[config.mk]
export PLATFORM = sky130hd
export DESIGN_NAME = risc16_core
export DESIGN_NICKNAME = d
export VERILOG_FILES = /design/src/source/risc16_pkg.sv /design/src/source/decode_stage.sv /design/src/source/execute_stage.sv /design/src/source/fetch_unit.sv /design/src/source/hazard_ctrl.sv /design/src/source/mem_wb_stage.sv /design/src/source/register_file.sv /design/src/source/risc16_core.sv
export VERILOG_INCLUDE_DIRS = /design/src /design/src/source
export SDC_FILE = /design/constraint.sdc
export NUM_CORES = 1
export LEC_CHECK = 0
export ABC_AREA = 1
export BUFFER_PORTS_ARGS = -buffer_cell sky130_fd_sc_hd__buf_2
export CAP_MARGIN = 20
export CELL_PAD_IN_SITES_DETAIL_PLACEMENT = 1
export CELL_PAD_IN_SITES_GLOBAL_PLACEMENT = 2
export CORE_MARGIN = 2
export CORE_UTILIZATION = 34
export DETAILED_ROUTE_END_ITERATION = 12
export HOLD_SLACK_MARGIN = 0.08
export PLACE_DENSITY = 0.85
export SKIP_CTS_REPAIR_TIMING = 1
export SYNTH_ARGS = -nofsm -noshare
export SYNTH_HDL_FRONTEND = slang
export SYNTH_SLANG_ARGS = --single-unit
[constraint.sdc]
create_clock -name i_clk -period 2.6 [get_ports i_clk]
set_input_delay 0.13 -clock i_clk [delete_from_list [all_inputs] [get_ports i_clk]]
set_output_delay 0.13 -clock i_clk [all_outputs]
set_load 0.1 [all_outputs]
[src/source/risc16_params.svh]
`ifndef RISC16_PARAMS_SVH
`define RISC16_PARAMS_SVH

// Data path and address width
`define RISC16_XLEN       16

// Register file geometry
`define RISC16_REG_BITS   3
`define RISC16_NUM_REGS   8

// Instruction fields
`define RISC16_OP_BITS    3
`define RISC16_SIMM_BITS  7
`define RISC16_LIMM_BITS  10

// LUI puts its immediate in the upper ten bits
`define RISC16_LUI_SHIFT  6

`endif

[src/source/risc16_pkg.sv]
`default_nettype none

`include "risc16_params.svh"

package risc16_pkg;

    // Opcodes 6 and 7 write nothing
    typedef enum logic [`RISC16_OP_BITS-1:0] {
        ADD  = 3'd0,
        ADDI = 3'd1,
        NAND = 3'd2,
        LUI  = 3'd3,
        SW   = 3'd4,
        LW   = 3'd5,
        RSV6 = 3'd6,
        RSV7 = 3'd7
    } opcode_t;

    // ------------------------------------------------------------------------
    // Instruction formats
    // ------------------------------------------------------------------------

    typedef struct packed {
        opcode_t                                        opcode;
        logic [`RISC16_REG_BITS-1:0]                    reg_a;
        logic [`RISC16_REG_BITS-1:0]                    reg_b;
        logic [`RISC16_SIMM_BITS-`RISC16_REG_BITS-1:0]  unused;
        logic [`RISC16_REG_BITS-1:0]                    reg_c;
    } rrr_t;

    typedef struct packed {
        opcode_t                      opcode;
        logic [`RISC16_REG_BITS-1:0]  reg_a;
        logic [`RISC16_REG_BITS-1:0]  reg_b;
        logic [`RISC16_SIMM_BITS-1:0] simm;
    } rri_t;

    typedef struct packed {
        opcode_t                      opcode;
        logic [`RISC16_REG_BITS-1:0]  reg_a;
        logic [`RISC16_LIMM_BITS-1:0] limm;
    } ri_t;

    // One instruction word, three views
    typedef union packed {
        rrr_t rrr;
        rri_t rri;
        ri_t  ri;
    } instr_t;

    // Operand source for the execute stage
    typedef enum logic [1:0] {
        FWD_REG,
        FWD_EXEC,
        FWD_MEM,
        FWD_WB
    } fwd_sel_t;

    // ------------------------------------------------------------------------
    // Pipeline registers
    // ------------------------------------------------------------------------

    typedef struct packed {
        logic                        valid;
        opcode_t                     opcode;
        logic [`RISC16_REG_BITS-1:0] tgt;
        logic [`RISC16_REG_BITS-1:0] src1;
        logic [`RISC16_REG_BITS-1:0] src2;
        logic [`RISC16_XLEN-1:0]     operand1;
        logic [`RISC16_XLEN-1:0]     operand2;
        logic [`RISC16_XLEN-1:0]     imm;
    } dec_exec_t;

    typedef struct packed {
        logic                        valid;
        opcode_t                     opcode;
        logic [`RISC16_REG_BITS-1:0] tgt;
        logic [`RISC16_XLEN-1:0]     alu_result;
        logic [`RISC16_XLEN-1:0]     store_data;
    } exec_mem_t;

    typedef struct packed {
        logic                        valid;
        logic [`RISC16_REG_BITS-1:0] tgt;
        logic [`RISC16_XLEN-1:0]     result;
    } mem_wb_t;

endpackage

`default_nettype wire

[src/source/decode_stage.sv]
`timescale 1ns/1ns
`default_nettype none

`include "risc16_params.svh"

module decode_stage import risc16_pkg::*; (
    input  wire logic                        i_clk,
    input  wire logic                        i_rst,
    input  wire logic                        i_stall,
    input  wire instr_t                      i_instr,
    input  wire logic                        i_valid,
    output logic [`RISC16_REG_BITS-1:0]      o_rd_idx1,
    output logic [`RISC16_REG_BITS-1:0]      o_rd_idx2,
    input  wire logic [`RISC16_XLEN-1:0]     i_rd_data1,
    input  wire logic [`RISC16_XLEN-1:0]     i_rd_data2,
    input  wire mem_wb_t                     i_wb,
    output dec_exec_t                        o_dec
);

    opcode_t                     opcode;
    logic [`RISC16_REG_BITS-1:0] tgt;
    logic [`RISC16_XLEN-1:0]     imm;
    logic [`RISC16_XLEN-1:0]     simm_ext;
    logic [`RISC16_XLEN-1:0]     limm_ext;
    logic                        wb_hit1;
    logic                        wb_hit2;
    dec_exec_t                   r_dec;

    // ------------------------------------------------------------------------
    // Field split and immediates
    // ------------------------------------------------------------------------

    assign simm_ext = {
        {(`RISC16_XLEN - `RISC16_SIMM_BITS){i_instr.rri.simm[`RISC16_SIMM_BITS-1]}},
        i_instr.rri.simm
    };
    assign limm_ext = {i_instr.ri.limm, {`RISC16_LUI_SHIFT{1'b0}}};

    // Source and target indices per opcode, all zero for an empty slot
    always_comb begin
        opcode    = ADD;
        tgt       = '0;
        o_rd_idx1 = '0;
        o_rd_idx2 = '0;
        imm       = '0;
        if (i_valid) begin
            opcode = i_instr.rrr.opcode;
            case (i_instr.rrr.opcode)
                ADD, NAND: begin
                    tgt       = i_instr.rrr.reg_a;
                    o_rd_idx1 = i_instr.rrr.reg_b;
                    o_rd_idx2 = i_instr.rrr.reg_c;
                end
                ADDI, LW: begin
                    tgt       = i_instr.rri.reg_a;
                    o_rd_idx1 = i_instr.rri.reg_b;
                    imm       = simm_ext;
                end
                LUI: begin
                    tgt = i_instr.ri.reg_a;
                    imm = limm_ext;
                end
                // Base in reg_b, store data from reg_a
                SW: begin
                    o_rd_idx1 = i_instr.rri.reg_b;
                    o_rd_idx2 = i_instr.rri.reg_a;
                    imm       = simm_ext;
                end
                default: begin
                    tgt = '0;
                end
            endcase
        end
    end

    // ------------------------------------------------------------------------
    // Decode register
    // ------------------------------------------------------------------------

    // A held instruction misses the write that leaves writeback this cycle
    assign wb_hit1 = i_wb.valid && (i_wb.tgt != '0) && (i_wb.tgt == r_dec.src1);
    assign wb_hit2 = i_wb.valid && (i_wb.tgt != '0) && (i_wb.tgt == r_dec.src2);

    always_ff @(posedge i_clk) begin
        if (i_rst) begin
            r_dec.valid  <= 1'b0;
            r_dec.opcode <= ADD;
            r_dec.tgt    <= '0;
            r_dec.src1   <= '0;
            r_dec.src2   <= '0;
        end else if (!i_stall) begin
            r_dec.valid  <= i_valid;
            r_dec.opcode <= opcode;
            r_dec.tgt    <= tgt;
            r_dec.src1   <= o_rd_idx1;
            r_dec.src2   <= o_rd_idx2;
        end

        if (i_stall) begin
            if (wb_hit1) begin
                r_dec.operand1 <= i_wb.result;
            end
            if (wb_hit2) begin
                r_dec.operand2 <= i_wb.result;
            end
        end else begin
            r_dec.operand1 <= i_rd_data1;
            r_dec.operand2 <= i_rd_data2;
            r_dec.imm      <= imm;
        end
    end

    assign o_dec = r_dec;

endmodule

`default_nettype wire

[src/source/execute_stage.sv]
`timescale 1ns/1ns
`default_nettype none

`include "risc16_params.svh"

module execute_stage import risc16_pkg::*; (
    input  wire logic                    i_clk,
    input  wire logic                    i_rst,
    input  wire logic                    i_stall,
    input  wire dec_exec_t               i_dec,
    input  wire fwd_sel_t                i_fwd_sel1,
    input  wire fwd_sel_t                i_fwd_sel2,
    input  wire logic [`RISC16_XLEN-1:0] i_exec_result,
    input  wire logic [`RISC16_XLEN-1:0] i_mem_result,
    input  wire logic [`RISC16_XLEN-1:0] i_wb_result,
    output exec_mem_t                    o_exec
);

    logic [`RISC16_XLEN-1:0] operand1;
    logic [`RISC16_XLEN-1:0] operand2;
    logic [`RISC16_XLEN-1:0] alu_in_b;
    logic [`RISC16_XLEN-1:0] alu_out;
    exec_mem_t               r_exec;

    function automatic logic [`RISC16_XLEN-1:0] fwd_mux(
        input fwd_sel_t                sel,
        input logic [`RISC16_XLEN-1:0] reg_val,
        input logic [`RISC16_XLEN-1:0] exec_val,
        input logic [`RISC16_XLEN-1:0] mem_val,
        input logic [`RISC16_XLEN-1:0] wb_val
    );
        case (sel)
            FWD_EXEC: return exec_val;
            FWD_MEM:  return mem_val;
            FWD_WB:   return wb_val;
            default:  return reg_val;
        endcase
    endfunction

    // ------------------------------------------------------------------------
    // Operands and ALU
    // ------------------------------------------------------------------------

    assign operand1 = fwd_mux(i_fwd_sel1, i_dec.operand1, i_exec_result, i_mem_result,
                              i_wb_result);
    assign operand2 = fwd_mux(i_fwd_sel2, i_dec.operand2, i_exec_result, i_mem_result,
                              i_wb_result);

    // Register form uses operand 2, everything else the immediate
    always_comb begin
        case (i_dec.opcode)
            ADD, NAND: alu_in_b = operand2;
            default:   alu_in_b = i_dec.imm;
        endcase
    end

    assign alu_out = (i_dec.opcode == NAND) ? ~(operand1 & alu_in_b) : operand1 + alu_in_b;

    // ------------------------------------------------------------------------
    // Execute register
    // ------------------------------------------------------------------------

    // Load-use stall puts a bubble here
    always_ff @(posedge i_clk) begin
        if (i_rst || i_stall) begin
            r_exec.valid  <= 1'b0;
            r_exec.opcode <= ADD;
            r_exec.tgt    <= '0;
        end else begin
            r_exec.valid  <= i_dec.valid;
            r_exec.opcode <= i_dec.opcode;
            r_exec.tgt    <= i_dec.tgt;
        end
        r_exec.alu_result <= alu_out;
        r_exec.store_data <= operand2;
    end

    assign o_exec = r_exec;

endmodule

`default_nettype wire

[src/source/fetch_unit.sv]
`timescale 1ns/1ns
`default_nettype none

`include "risc16_params.svh"

module fetch_unit import risc16_pkg::*; (
    input  wire logic               i_clk,
    input  wire logic               i_rst,
    input  wire logic               i_stall,
    input  wire instr_t             i_inst,
    output logic [`RISC16_XLEN-1:0] o_pc,
    output instr_t                  o_instr,
    output logic                    o_valid
);

    logic [`RISC16_XLEN-1:0] r_pc;
    instr_t                  r_instr;
    logic                    r_valid;

    // PC and valid bit, both frozen for a load-use stall
    always_ff @(posedge i_clk) begin
        if (i_rst) begin
            r_pc    <= '0;
            r_valid <= 1'b0;
        end else if (!i_stall) begin
            r_pc    <= r_pc + 1'b1;
            r_valid <= 1'b1;
        end
    end

    // Instruction word from the combinational memory read
    always_ff @(posedge i_clk) begin
        if (!i_stall) begin
            r_instr <= i_inst;
        end
    end

    assign o_pc    = r_pc;
    assign o_instr = r_instr;
    assign o_valid = r_valid;

endmodule

`default_nettype wire

[src/source/hazard_ctrl.sv]
`timescale 1ns/1ns
`default_nettype none

`include "risc16_params.svh"

module hazard_ctrl import risc16_pkg::*; (
    input  wire logic [`RISC16_REG_BITS-1:0] i_src1,
    input  wire logic [`RISC16_REG_BITS-1:0] i_src2,
    input  wire exec_mem_t                   i_exec,
    input  wire logic [`RISC16_REG_BITS-1:0] i_mem_tgt,
    input  wire logic [`RISC16_REG_BITS-1:0] i_wb_tgt,
    output logic                             o_stall,
    output fwd_sel_t                         o_fwd_sel1,
    output fwd_sel_t                         o_fwd_sel2
);

    logic [`RISC16_REG_BITS-1:0] exec_tgt;
    logic                        load_in_exec;

    // Youngest producer wins
    function automatic fwd_sel_t fwd_pick(
        input logic [`RISC16_REG_BITS-1:0] src,
        input logic [`RISC16_REG_BITS-1:0] ex_tgt,
        input logic [`RISC16_REG_BITS-1:0] mem_tgt,
        input logic [`RISC16_REG_BITS-1:0] wb_tgt
    );
        if (src == '0) begin
            return FWD_REG;
        end else if (src == ex_tgt) begin
            return FWD_EXEC;
        end else if (src == mem_tgt) begin
            return FWD_MEM;
        end else if (src == wb_tgt) begin
            return FWD_WB;
        end
        return FWD_REG;
    endfunction

    assign exec_tgt = i_exec.valid ? i_exec.tgt : '0;

    // Load data is not ready until the memory stage
    assign load_in_exec = (i_exec.opcode == LW) && (exec_tgt != '0);
    assign o_stall      = load_in_exec && ((exec_tgt == i_src1) || (exec_tgt == i_src2));

    assign o_fwd_sel1 = fwd_pick(i_src1, exec_tgt, i_mem_tgt, i_wb_tgt);
    assign o_fwd_sel2 = fwd_pick(i_src2, exec_tgt, i_mem_tgt, i_wb_tgt);

endmodule

`default_nettype wire

[src/source/mem_wb_stage.sv]
`timescale 1ns/1ns
`default_nettype none

`include "risc16_params.svh"

module mem_wb_stage import risc16_pkg::*; (
    input  wire logic                        i_clk,
    input  wire logic                        i_rst,
    input  wire exec_mem_t                   i_exec,
    input  wire logic [`RISC16_XLEN-1:0]     i_mem_rd_data,
    output logic [`RISC16_XLEN-1:0]          o_mem_addr,
    output logic [`RISC16_XLEN-1:0]          o_mem_wr_data,
    output logic                             o_mem_wr_en,
    output logic [`RISC16_XLEN-1:0]          o_mem_result,
    output logic                             o_rf_wr_en,
    output logic [`RISC16_REG_BITS-1:0]      o_rf_wr_idx,
    output mem_wb_t                          o_wb
);

    mem_wb_t r_mem;
    logic    r_mem_load;
    mem_wb_t r_wb;

    // Data memory request straight from the execute register
    assign o_mem_addr    = i_exec.alu_result;
    assign o_mem_wr_data = i_exec.store_data;
    assign o_mem_wr_en   = i_exec.valid && (i_exec.opcode == SW);

    always_ff @(posedge i_clk) begin
        if (i_rst) begin
            r_mem.valid <= 1'b0;
            r_mem.tgt   <= '0;
            r_mem_load  <= 1'b0;
            r_wb.valid  <= 1'b0;
            r_wb.tgt    <= '0;
        end else begin
            r_mem.valid <= i_exec.valid;
            r_mem.tgt   <= i_exec.tgt;
            r_mem_load  <= i_exec.valid && (i_exec.opcode == LW);
            r_wb.valid  <= r_mem.valid;
            r_wb.tgt    <= r_mem.tgt;
        end
        r_mem.result <= i_exec.alu_result;
        r_wb.result  <= o_mem_result;
    end

    // Read data arrives one cycle after the address
    assign o_mem_result = r_mem_load ? i_mem_rd_data : r_mem.result;

    assign o_rf_wr_en  = r_mem.valid;
    assign o_rf_wr_idx = r_mem.tgt;
    assign o_wb        = r_wb;

endmodule

`default_nettype wire

[src/source/register_file.sv]
`timescale 1ns/1ns
`default_nettype none

`include "risc16_params.svh"

module register_file (
    input  wire logic                        i_clk,
    input  wire logic [`RISC16_REG_BITS-1:0] i_rd_idx1,
    input  wire logic [`RISC16_REG_BITS-1:0] i_rd_idx2,
    output logic [`RISC16_XLEN-1:0]          o_rd_data1,
    output logic [`RISC16_XLEN-1:0]          o_rd_data2,
    input  wire logic                        i_wr_en,
    input  wire logic [`RISC16_REG_BITS-1:0] i_wr_idx,
    input  wire logic [`RISC16_XLEN-1:0]     i_wr_data
);

    logic [`RISC16_XLEN-1:0] r_regs [`RISC16_NUM_REGS];

    // r0 is never written
    always_ff @(posedge i_clk) begin
        if (i_wr_en && (i_wr_idx != '0)) begin
            r_regs[i_wr_idx] <= i_wr_data;
        end
    end

    // Asynchronous reads, r0 forced to zero
    assign o_rd_data1 = (i_rd_idx1 == '0) ? '0 : r_regs[i_rd_idx1];
    assign o_rd_data2 = (i_rd_idx2 == '0) ? '0 : r_regs[i_rd_idx2];

endmodule

`default_nettype wire

[src/source/risc16_core.sv]
`timescale 1ns/1ns
`default_nettype none

`include "risc16_params.svh"

module risc16_core import risc16_pkg::*; (
    input  wire logic                    i_clk,
    input  wire logic                    i_rst,
    input  wire instr_t                  i_inst,
    output logic [`RISC16_XLEN-1:0]      o_pc,
    output logic [`RISC16_XLEN-1:0]      o_mem_addr,
    output logic [`RISC16_XLEN-1:0]      o_mem_wr_data,
    output logic                         o_mem_wr_en,
    input  wire logic [`RISC16_XLEN-1:0] i_mem_rd_data
);

    logic                        stall;
    instr_t                      f_instr;
    logic                        f_valid;
    logic [`RISC16_REG_BITS-1:0] rd_idx1;
    logic [`RISC16_REG_BITS-1:0] rd_idx2;
    logic [`RISC16_XLEN-1:0]     rd_data1;
    logic [`RISC16_XLEN-1:0]     rd_data2;
    dec_exec_t                   dec;
    exec_mem_t                   exec;
    mem_wb_t                     wb;
    logic [`RISC16_XLEN-1:0]     mem_result;
    logic                        rf_wr_en;
    logic [`RISC16_REG_BITS-1:0] rf_wr_idx;
    fwd_sel_t                    fwd_sel1;
    fwd_sel_t                    fwd_sel2;

    fetch_unit u_fetch (
        .i_clk   (i_clk),
        .i_rst   (i_rst),
        .i_stall (stall),
        .i_inst  (i_inst),
        .o_pc    (o_pc),
        .o_instr (f_instr),
        .o_valid (f_valid)
    );

    // Written from the memory stage
    register_file u_regfile (
        .i_clk      (i_clk),
        .i_rd_idx1  (rd_idx1),
        .i_rd_idx2  (rd_idx2),
        .o_rd_data1 (rd_data1),
        .o_rd_data2 (rd_data2),
        .i_wr_en    (rf_wr_en),
        .i_wr_idx   (rf_wr_idx),
        .i_wr_data  (mem_result)
    );

    decode_stage u_decode (
        .i_clk      (i_clk),
        .i_rst      (i_rst),
        .i_stall    (stall),
        .i_instr    (f_instr),
        .i_valid    (f_valid),
        .o_rd_idx1  (rd_idx1),
        .o_rd_idx2  (rd_idx2),
        .i_rd_data1 (rd_data1),
        .i_rd_data2 (rd_data2),
        .i_wb       (wb),
        .o_dec      (dec)
    );

    execute_stage u_execute (
        .i_clk         (i_clk),
        .i_rst         (i_rst),
        .i_stall       (stall),
        .i_dec         (dec),
        .i_fwd_sel1    (fwd_sel1),
        .i_fwd_sel2    (fwd_sel2),
        .i_exec_result (exec.alu_result),
        .i_mem_result  (mem_result),
        .i_wb_result   (wb.result),
        .o_exec        (exec)
    );

    mem_wb_stage u_mem_wb (
        .i_clk         (i_clk),
        .i_rst         (i_rst),
        .i_exec        (exec),
        .i_mem_rd_data (i_mem_rd_data),
        .o_mem_addr    (o_mem_addr),
        .o_mem_wr_data (o_mem_wr_data),
        .o_mem_wr_en   (o_mem_wr_en),
        .o_mem_result  (mem_result),
        .o_rf_wr_en    (rf_wr_en),
        .o_rf_wr_idx   (rf_wr_idx),
        .o_wb          (wb)
    );

    hazard_ctrl u_hazard (
        .i_src1     (dec.src1),
        .i_src2     (dec.src2),
        .i_exec     (exec),
        .i_mem_tgt  (rf_wr_idx),
        .i_wb_tgt   (wb.tgt),
        .o_stall    (stall),
        .o_fwd_sel1 (fwd_sel1),
        .o_fwd_sel2 (fwd_sel2)
    );

endmodule

`default_nettype wire

## Word level (Yosys, flattened, before mapping)

Memory sizes are Yosys's and may differ from the RTL's.
Cells that the tools add are included.

| word-level totals | value |
|---|---|
| register bits after elaboration | 174 |
| memory bits (writable) | 128 |
| input port bits | 34 |
| output and inout port bits | 49 |
| word-level logic and storage cells | 117 |
| memories | 1 |

Memories:

| name | words | bits a word | rd ports | clocked after Yosys merged registers in | wr ports | line | RTL |
|---|---|---|---|---|---|---|---|
| u_regfile.r_regs | 8 | 16 | 2 | 0 | 1 | register_file.sv:17 | `` logic [`RISC16_XLEN-1:0] r_regs [`RISC16_NUM_REGS]; `` |

| operators by class | value |
|---|---|
| add/subtract/negate cells | 2 |
| equality and inequality tests | 26 |
| mux-type cells | 39 |
| bitwise logic cells | 2 |
| reductions and logical operators | 24 |

Operator list:

| cell | number |
|---|---|
| $mux W16 | 7 |
| $pmux W16 S3 | 2 |
| $mux W32 | 1 |
| $pmux W16 S2 | 1 |
| $eq A3 B3 Y1 | 10 |
| $mux W3 | 7 |
| $mux W2 | 10 |
| $logic_not A3 Y1 | 6 |
| $add A16 B1 Y16 const B | 1 |
| $add A16 B16 Y16 | 1 |
| $and A16 B16 Y16 | 1 |
| $not A16 Y16 | 1 |
| $eq A3 B3 Y1 const B | 4 |
| $mux W1 | 10 |
| $reduce_or A5 Y1 | 2 |
| $eq A3 B2 Y1 const B | 3 |
| $reduce_bool A3 Y1 | 3 |
| $eq A2 B2 Y1 const B | 4 |
| $logic_and A1 B1 Y1 | 8 |
| $pmux W3 S2 | 1 |
| $eq A2 B1 Y1 const B | 2 |
| $ne A2 B2 Y1 const B | 2 |
| $reduce_or A2 Y1 | 2 |
| $eq A3 B1 Y1 const B | 1 |
| other kinds (2) | 3 |

## Logic depth before layout (Yosys ltp)

Gate-level depths: netlist of run 1.

| depth | value |
|---|---|
| word-level depth | 12 |
| gate-level depth with buffers | 25 |
| depth with buffers taken out | 24 |

## By module

A second synthesis of run 1 with hierarchy kept.

| second synthesis, totals | value |
|---|---|
| cell total of the unflattened synthesis | 1962 |
| area, all modules | 15825.2 µm² |

Modules (own cells, without submodules):

| module | instances | cells each | area an instance (µm²) | sequential area each (µm²) |
|---|---|---|---|---|
| register_file | 1 | 829 | 6991.7 | 3843.7 |
| execute_stage | 1 | 515 | 3188.1 | 780.7 |
| decode_stage | 1 | 266 | 2570.0 | 1701.6 |
| mem_wb_stage | 1 | 150 | 1418.9 | 820.8 |
| fetch_unit | 1 | 140 | 1328.8 | 820.8 |
| hazard_ctrl | 1 | 62 | 327.8 | 0.0 |

## Least setup slack after synthesis of run 1

OpenSTA, ideal clock, no wires.

| timing | value |
|---|---|
| kind | reg-to-reg |
| start | reg u_mem_wb.r_mem_load |
| end | reg u_execute.r_exec (netlist bit u_execute.o_exec[24]) |
| setup time | 0.074 ns |
| data arrival time | 2.775 ns |
| required time | 2.526 ns |
| slack | -0.250 ns |
| stages on the path, launching flop included | 19 |
| path buffers | 2 |
| period minus slack after synthesis | 2.850 ns |
| cell sequence | dfxtp_1 clkbuf_1 buf_2 mux2_2 nand2_1 nand2_1 nand3b_1 nand2_1 nand2_1 ha_1 nand2_1 o21ai_0 nand2_1 nand2_1 nand2_1 nand2_1 xor2_1 nand2_1 o21ai_0 |

| on the way | value |
|---|---|
| elaborated cells between the ends (all ways) | 8 |
| classes of those cells | add/sub (1); mux (5); bitwise (2) |

RTL lines:

| item | line | RTL |
|---|---|---|
| start, declared | mem_wb_stage.sv:21 | `logic r_mem_load;` |
| start signal, assigned | mem_wb_stage.sv:39 | `r_mem_load <= i_exec.valid && (i_exec.opcode == LW);` |
| $mux W16 | mem_wb_stage.sv:48 | `assign o_mem_result = r_mem_load ? i_mem_rd_data : r_mem.result;` |
| via mem_result[3] | risc16_core.sv:27 | `` logic [`RISC16_XLEN-1:0] mem_result; `` |
| $pmux W16 S3 | execute_stage.sv:32 | `case (sel)` |
| via u_execute.operand2[3] | execute_stage.sv:20 | `` logic [`RISC16_XLEN-1:0] operand2; `` |
| $mux W16 | execute_stage.sv:51 | `case (i_dec.opcode)` |
| $add A16 B16 Y16 | execute_stage.sv:57 | `assign alu_out = (i_dec.opcode == NAND) ? ~(operand1 & alu_in_b) : operand1 + alu_in_b;` |
| $mux W16 | execute_stage.sv:57 |  |
| via u_execute.alu_out[8] | execute_stage.sv:22 | `` logic [`RISC16_XLEN-1:0] alu_out; `` |
| end, declared | execute_stage.sv:23 | `exec_mem_t r_exec;` |

The timed path passes the listed nets, and every way through them passes these cells.
A chain may end at the register's enable or synchronous reset.

## Worst setup path in the final report of run 1

| timing | value |
|---|---|
| start | reg u_execute.r_exec (netlist bit u_execute.o_exec[38]) |
| end | reg u_execute.r_exec (netlist bit u_execute.o_exec[22]) |

| on the way | value |
|---|---|
| elaborated cells between the ends (all ways) | 26 |
| classes of those cells | add/sub (1); eq/ne (8); mux (15); bitwise (2) |

RTL lines:

| item | line | RTL |
|---|---|---|
| $mux W3 (*) | hazard_ctrl.sv:39 | `assign exec_tgt = i_exec.valid ? i_exec.tgt : '0;` |
| $eq A3 B3 Y1 (*) | hazard_ctrl.sv:29 | `end else if (src == ex_tgt) begin` |
| $mux W2 / $mux W1 (equally long branches) | hazard_ctrl.sv:29 |  |
| $mux W2 / $mux W1 (equally long branches) | hazard_ctrl.sv:27 | `if (src == '0) begin` |
| $mux W2 (*) | hazard_ctrl.sv:36 | `return FWD_REG;` |
| $eq A2 B2 Y1 / $eq A2 B1 Y1 (equally long branches) | execute_stage.sv:32 |  |
| $pmux W16 S3 (*) | execute_stage.sv:32 |  |
| via u_execute.operand2[3] | execute_stage.sv:20 |  |
| $mux W16 (*) | execute_stage.sv:51 |  |
| $add A16 B16 Y16 (*) | execute_stage.sv:57 |  |
| $mux W16 (*) | execute_stage.sv:57 |  |
| via u_execute.alu_out[6] | execute_stage.sv:22 |  |

The timed path passes the listed nets; every way through them passes the cells marked *.

==> results of run 1 <==
## worst max path at each step
stage,start,to,cells past startpoint
floorplan,u_execute.o_exec[38],u_execute.o_exec[31],22
global placement,u_execute.o_exec[38],u_execute.o_exec[31],24
detailed placement,u_execute.o_exec[38],u_execute.o_exec[31],24
CTS,u_execute.o_exec[38],u_execute.o_exec[31],24
global route,u_decode.o_dec[50],u_execute.o_exec[22],22
finish,u_execute.o_exec[38],u_execute.o_exec[22],22
## per-layer routing
metal	track usage, %	routed length, µm	up-vias
met5	0	0	-
met3	2.73	1820	76
met4	6.25	1170	0
met1	27.7	20600	6059
met2	37.7	23400	243
li1	-	-	5743
## state kept, by name, indices dropped and copies added, names as in the netlist, 3 cells and up
signal and count:
u_mem_wb.r_mem 16, u_execute.o_exec 39, u_regfile.r_regs 112, u_fetch.o_pc 16
u_decode.o_dec 61, u_mem_wb.o_wb 20, u_fetch.o_instr 16, u_mem_wb.o_rf_wr_idx 3
## metrics by stage
step / total power [µW] / cell area, µm²
after floorplan: 9100 / 14000
after detailed placement: 10600 / 15800
final: 15900 / 17900
after global routing: 16600 / 17900
after global placement: 10500 / 15800
after CTS: 15500 / 16900
## cells in the mapped netlist (18+ instances only)
cell type / instances
buf_2: 36
a21oi_1: 95
o211ai_1: 21
ha_1: 18
nand4_1: 20
buf_4: 35
dfxtp_1: 110
inv_1: 117
nor2_1: 112
o21ai_0: 118
edfxtp_1: 176
nand3_1: 162
nand2_1: 384
clkbuf_1: 29
## final cells by class
type                            count  area [µm²]  area share, %
Sequential cell                   286        7500           41.9
Multi-Input combinational cell   1061        5890           32.9
Timing Repair Buffer              285        2200           12.3
Clock buffer                       52        1050           5.88
Tap cell                          532         666           3.72
Inverter                          127         492           2.75
Clock inverter                      8        92.6          0.517
## power by group
group	leakage [µW]	internal, µW	switching (µW)
clock	0.000566	2990	1900
sequential	0.00266	5630	434
combinational	0.00447	1600	3350
total	0.00769	10200	5690
## cells by family (layout without fill, tap and decap cells)
family                   count (synthesis)  in the layout
AO/OA/AOI/OAI                          265            265
XOR/XNOR                                28             28
adder cells (fa/ha/maj)                 18             18
buffers and inverters                  234            472
multiplexers                            17             17
AND/OR/NAND/NOR                        732            733
flip-flops                             286            286
## worst register-to-register path: stages (launching register included)
cell	delay, ns
dfxtp_4	0.44
nand2_4	0.10
nand2_2	0.07
nand2_2	0.06
nand3_4	0.11
nand2_4	0.07
buf_6	0.13
nor2_4	0.21
clkbuf_16	0.20
nand2_1	0.06
nand2_1	0.06
nand3b_1	0.12
nand2_1	0.09
nand2_2	0.10
ha_4	0.22
a21oi_2	0.17
o21ai_4	0.09
nand2_1	0.09
nand2_2	0.08
buf_4	0.14
xor2_1	0.13
nand2_1	0.05
o21ai_0	0.10
==> impl_metrics.json, run 1 <==
{
  "grt_pass1_vias": 12575,
  "wl_mm": 47.0,
  "vdd_drop_max_mv": 0.453,
  "worst_pin_slew_ns": 0.587,
  "ys_seq_area_share_pct": 53.9,
  "r2r-end": "u_execute.o_exec[22]",
  "die-area_um2": 42500,
  "synth.distinct_cells": 50,
  "path_max_fanout": 7,
  "synth_edf_count": 176,
  "drcViolationCount": 0,
  "clk_latency_ns": 0.53,
  "cts-root-buf": "clkbuf_16",
  "die_h_um": 206,
  "fin_crit_ns": 3.04,
  "stdcell_count": 2351,
  "clk_path_buf_depth": 3,
  "worstPathCellList": "nand2_4 -> nand2_2 -> nand2_2 -> nand3_4 -> nand2_4 -> buf_6 -> nor2_4 -> clkbuf_16 -> nand2_1 -> nand2_1 -> nand3b_1 -> nand2_1 -> nand2_2 -> ha_4 -> a21oi_2 -> o21ai_4 -> nand2_1 -> nand2_2 -> buf_4 -> xor2_1 -> nand2_1 -> o21ai_0",
  "synth_warnings": 0,
  "num-nets-final": 1847,
  "hold_path_startpoint": "i_rst",
  "ff2ff_setup_slack_ns": -0.44,
  "synthXorXnorAreaFrac_pct": 1.87,
  "min_to": "u_mem_wb.o_rf_wr_idx[2]",
  "min_period_over_period_pct": 117,
  "timing.critical_path.mode_cell": "nand2_1",
  "power_density_nw_per_um2": 889,
  "place_inst": 2245,
  "maxSlewViolCount": 0,
  "drv_cap": 0,
  "ios": 83,
  "h-tree-depth": 2,
  "p_leak_uw": 0.00769,
  "die_x_um": 206,
  "synth_seq_cells": 286,
  "numCtsBuffers": 34,
  "wl_per_cell_um": 20.0,
  "synthesis.nets": 1632,
  "outcome": "finished, violations left",
  "violations": "negative setup slack",
  "critical_path_arrival_ns": 3.43,
  "rsz0062_at_grt": "true",
  "grt_max_degree": 41,
  "final_hold_viol_count": 0,
  "mostFrequentLayoutCell": "nand2_1",
  "setup_viol": 13,
  "place_ws_ns": -0.605,
  "synthSimpleGateAreaFrac_pct": 23.2,
  "fillers": 4761,
  "r2r_cells": 22,
  "io_buffers": 82,
  "cpMaxStageDelayCell": "dfxtp_4",
  "fin_setup_tns_ns": -4.44,
  "layout_setup_ws_ns": -0.443,
  "min_path_type": "primary input to register",
  "start_util_pct": 34.2,
  "syn-cell-area_um2": 13900,
  "synthArstFlopShare_pct": 0,
  "fin_skew_ns": 0.0181,
  "cpPeakStageDelay_ns": 0.44,
  "antennaDiodeCount": 0,
  "crit_path_start_kind": "register",
  "cp.buffers_inverters": 3,
  "grt_pass1_wl_mm": 69.8,
  "groute.usage.overall_pct": 21.5,
  "fmax_mhz": 329,
  "clkSlewWorstSetupHoldPaths_ns": 0.06,
  "whs_ns": 0.0586,
  "syn_to_final_growth_pct": 28.9,
  "rows": 74,
  "viasPerCell": 5.16,
  "cp-end-kind": "register",
  "avgSynthCellArea_um2": 8.79,
  "synth_top_family_by_area": "simple AND/OR/NAND/NOR gates",
  "firstDrtPassIters": 5,
  "cts_tree": "built",
  "dp_hpwl_mm": 32.9,
  "synthAdderAreaFrac_pct": 1.62,
  "final_layout_size_suffix_gt1_share_pct": 26.1,
  "final_cell_mix": "nand2_1 (351), edfxtp_1 (176), buf_4 (160)",
  "cp_top_family": "simple AND/OR/NAND/NOR gates",
  "synth_top_area_share_pct": 38.1,
  "vias": 12121,
  "cp_data_required_time_ns": 2.98,
  "reg2reg_from": "u_execute.o_exec[38]",
  "antenna_left": 0,
  "drt_iter0_markers": 737,
  "gp_congestion": 0.879,
  "path_class": "register to register",
  "clock_sinks": 286,
  "ys_top_cells_by_area": "edfxtp_1 (38%), dfxtp_1 (16%), nand2_1 (10%), nand3_1 (5.8%), o21ai_0 (4.3%)",
  "core_um2": 40600,
  "final_util_pct": 44.1,
  "grt-ovfl-total": 0,
  "netlist_instances": 1580,
  "synth_mux_area_share_pct": 1.37,
  "min_path_cells": 3,
  "antenna_found_initial": 0,
  "post-synth-top-area-cell": "edfxtp_1",
  "synth_top_flop_cell": "edfxtp_1",
  "relSlewSlack_pct": 60.8,
  "synth_compound_area_share_pct": 10.2
}
No activity file was read; power rests on OpenSTA's default activity.
==> run 2, diff against run 1 <==
Settings changed: PLACE_DENSITY 0.85 to unset, PLACE_DENSITY_LB_ADDON set to 0.25, SLEW_MARGIN set to 10.
==> impl_metrics.json, run 2 (synthesis results as in run 1) <==
{
  "outcome": "finished, violations left",
  "violations": "negative setup slack",
  "drv_cap": 0,
  "vdd_drop_max_mv": 0.517,
  "wl_mm": 47.5,
  "rows": 74,
  "grt-ovfl-total": 0,
  "clock_sinks": 286,
  "final_cell_mix": "nand2_1 (352), edfxtp_1 (176), buf_4 (164)",
  "clk_path_buf_depth": 3,
  "crit_path_start_kind": "register",
  "cts_tree": "built",
  "clkSlewWorstSetupHoldPaths_ns": 0.06,
  "rsz0062_at_grt": "true",
  "die-area_um2": 42500,
  "clk_latency_ns": 0.54,
  "worst_pin_slew_ns": 0.949,
  "core_um2": 40600,
  "numCtsBuffers": 35,
  "place_inst": 2249,
  "ff2ff_setup_slack_ns": -0.44,
  "critical_path_arrival_ns": 3.45,
  "dp_hpwl_mm": 33.0,
  "largest_reg_flops": 112,
  "final_hold_viol_count": 0,
  "drt_iter0_markers": 540,
  "largest_register": "u_regfile.r_regs",
  "fin_setup_tns_ns": -3.93,
  "fmax_mhz": 329,
  "fin_skew_ns": 0.0150,
  "p_leak_uw": 0.00781,
  "power_density_nw_per_um2": 886,
  "groute.usage.overall_pct": 22.0,
  "grt_pass1_wl_mm": 70.6,
  "viasPerCell": 5.09,
  "cpPeakStageDelay_ns": 0.45,
  "h-tree-depth": 2,
  "fin_crit_ns": 3.04,
  "grt_pass1_vias": 12447,
  "fillers": 4686,
  "num-nets-final": 1855,
  "drcViolationCount": 0,
  "hold_path_startpoint": "i_mem_rd_data[5]",
  "die_h_um": 206,
  "cpMaxStageDelayCell": "dfxtp_4",
  "start_util_pct": 34.2,
  "cp_data_required_time_ns": 3.02,
  "grt_max_degree": 72,
  "p_clk_share_pct": 30.6,
  "path_max_fanout": 8,
  "gp_congestion": 0.877,
  "cp-end-kind": "register",
  "relSlewSlack_pct": 36.5,
  "wl_per_cell_um": 20.1,
  "antennaDiodeCount": 0,
  "p_sw_uw": 5780,
  "intPower_uw": 10300,
  "min_period_over_period_pct": 117,
  "io_buffers": 82,
  "syn_to_final_growth_pct": 30.7,
  "reg2reg_from": "u_execute.o_exec[38]",
  "setup_viol": 14,
  "maxSlewViolCount": 0,
  "dpl-instance-area_um2": 15800,
  "layout_setup_ws_ns": -0.438,
  "antenna_found_initial": 0,
  "min_path_type": "primary input to register",
  "antenna_left": 0,
  "cts-root-buf": "clkbuf_16",
  "die_x_um": 206,
  "design_area_um2": 18200,
  "mostFrequentLayoutCell": "nand2_1",
  "pwr-share-seq_pct": 37.9,
  "final_layout_size_suffix_gt1_share_pct": 27.5,
  "worstPathCellList": "nand2_4 -> buf_12 -> xor2_2 -> nand3_2 -> buf_6 -> nor2_4 -> buf_12 -> nand2_4 -> nand3_4 -> nor2_4 -> nor2_4 -> ha_2 -> nand3_4 -> nand3_4 -> a21boi_4 -> buf_4 -> inv_2 -> nand3b_1 -> a21oi_1 -> o22ai_1",
  "p_comb_share_pct": 31.5,
  "ios": 83,
  "cp-startpoint": "u_execute.o_exec[38]",
  "stdcell_count": 2360,
  "path_class": "register to register",
  "vias": 12023,
  "firstDrtPassIters": 4,
  "switching_share_pct": 36.0
}
run 2: changes by cell type in the layout (fill, tap and decap cells not counted), moves of 3 or more:
cell / change
clkbuf_8: -3
nand2_2: -4
nor2_2: +11
nor2_1: -14
nand3_2: +7
clkbuf_1: +4
nand3_1: -10
nor2_4: +3
buf_4: +4
nand3_4: +3
nand2_4: +4
run 2: power groups by stage:
stage / logic [µW] / registers (µW) / clock network [µW]
global route: 5440 / 6150 / 5220
global placement: 4360 / 6180 / 0
finish: 5070 / 6090 / 4920
floorplan: 3130 / 5970 / 0
CTS: 4440 / 6090 / 5070
detailed placement: 4410 / 6180 / 0
run 2: layer usage:
layer	GRT usage (%)	vias up	part of all wire, %
li1	-	5783	-
met1	28.0	5942	45
met2	38.0	208	49
met3	2.68	90	3.1
met4	8.67	0	3.3
met5	0	-	0
run 2: worst paths after layout:
path                          endpoint  depth (start not counted)
hold reg to reg     u_mem_wb.r_mem[13]                          0
setup reg to reg  u_execute.o_exec[29]                         20
hold / removal        u_mem_wb.o_wb[5]                          3
setup / recovery  u_execute.o_exec[29]                         20
run 2: cell type report:
class	count	area [µm²]	share of cell area [%]
Clock buffer	53	1030	5.65
Tap cell	532	666	3.67
Timing Repair Buffer	290	2270	12.5
Timing Repair inverter	1	8.76	0.0482
Clock inverter	9	119	0.655
Inverter	127	497	2.74
Multi-Input combinational cell	1062	6060	33.4
Sequential cell	286	7500	41.3
run 2: stage by stage:
step / setup WS (ns) / hold slack, ns / power [µW] / utilization (%)
after floorplan: -0.0958 / 0.229 / 9100 / -
after global placement: -0.462 / 0.309 / 10500 / 39.0
after detailed placement: -0.499 / 0.309 / 10600 / 39.0
after CTS: -0.514 / -0.266 / 15600 / 41.9
after global routing: -0.632 / 0.0825 / 16800 / 44.8
final: -0.438 / 0.0674 / 16100 / 44.8
run 2: critical path: cells and delay by family (launching register included):
kind,cells,cell delay [ns]
AOI/OAI and AO/OA,3,0.39
xor gates and xnor gates,1,0.12
adders and majority gates,1,0.24
buffers and inverters,5,0.63
DFF,1,0.45
and+or+nand+nor,10,1.08
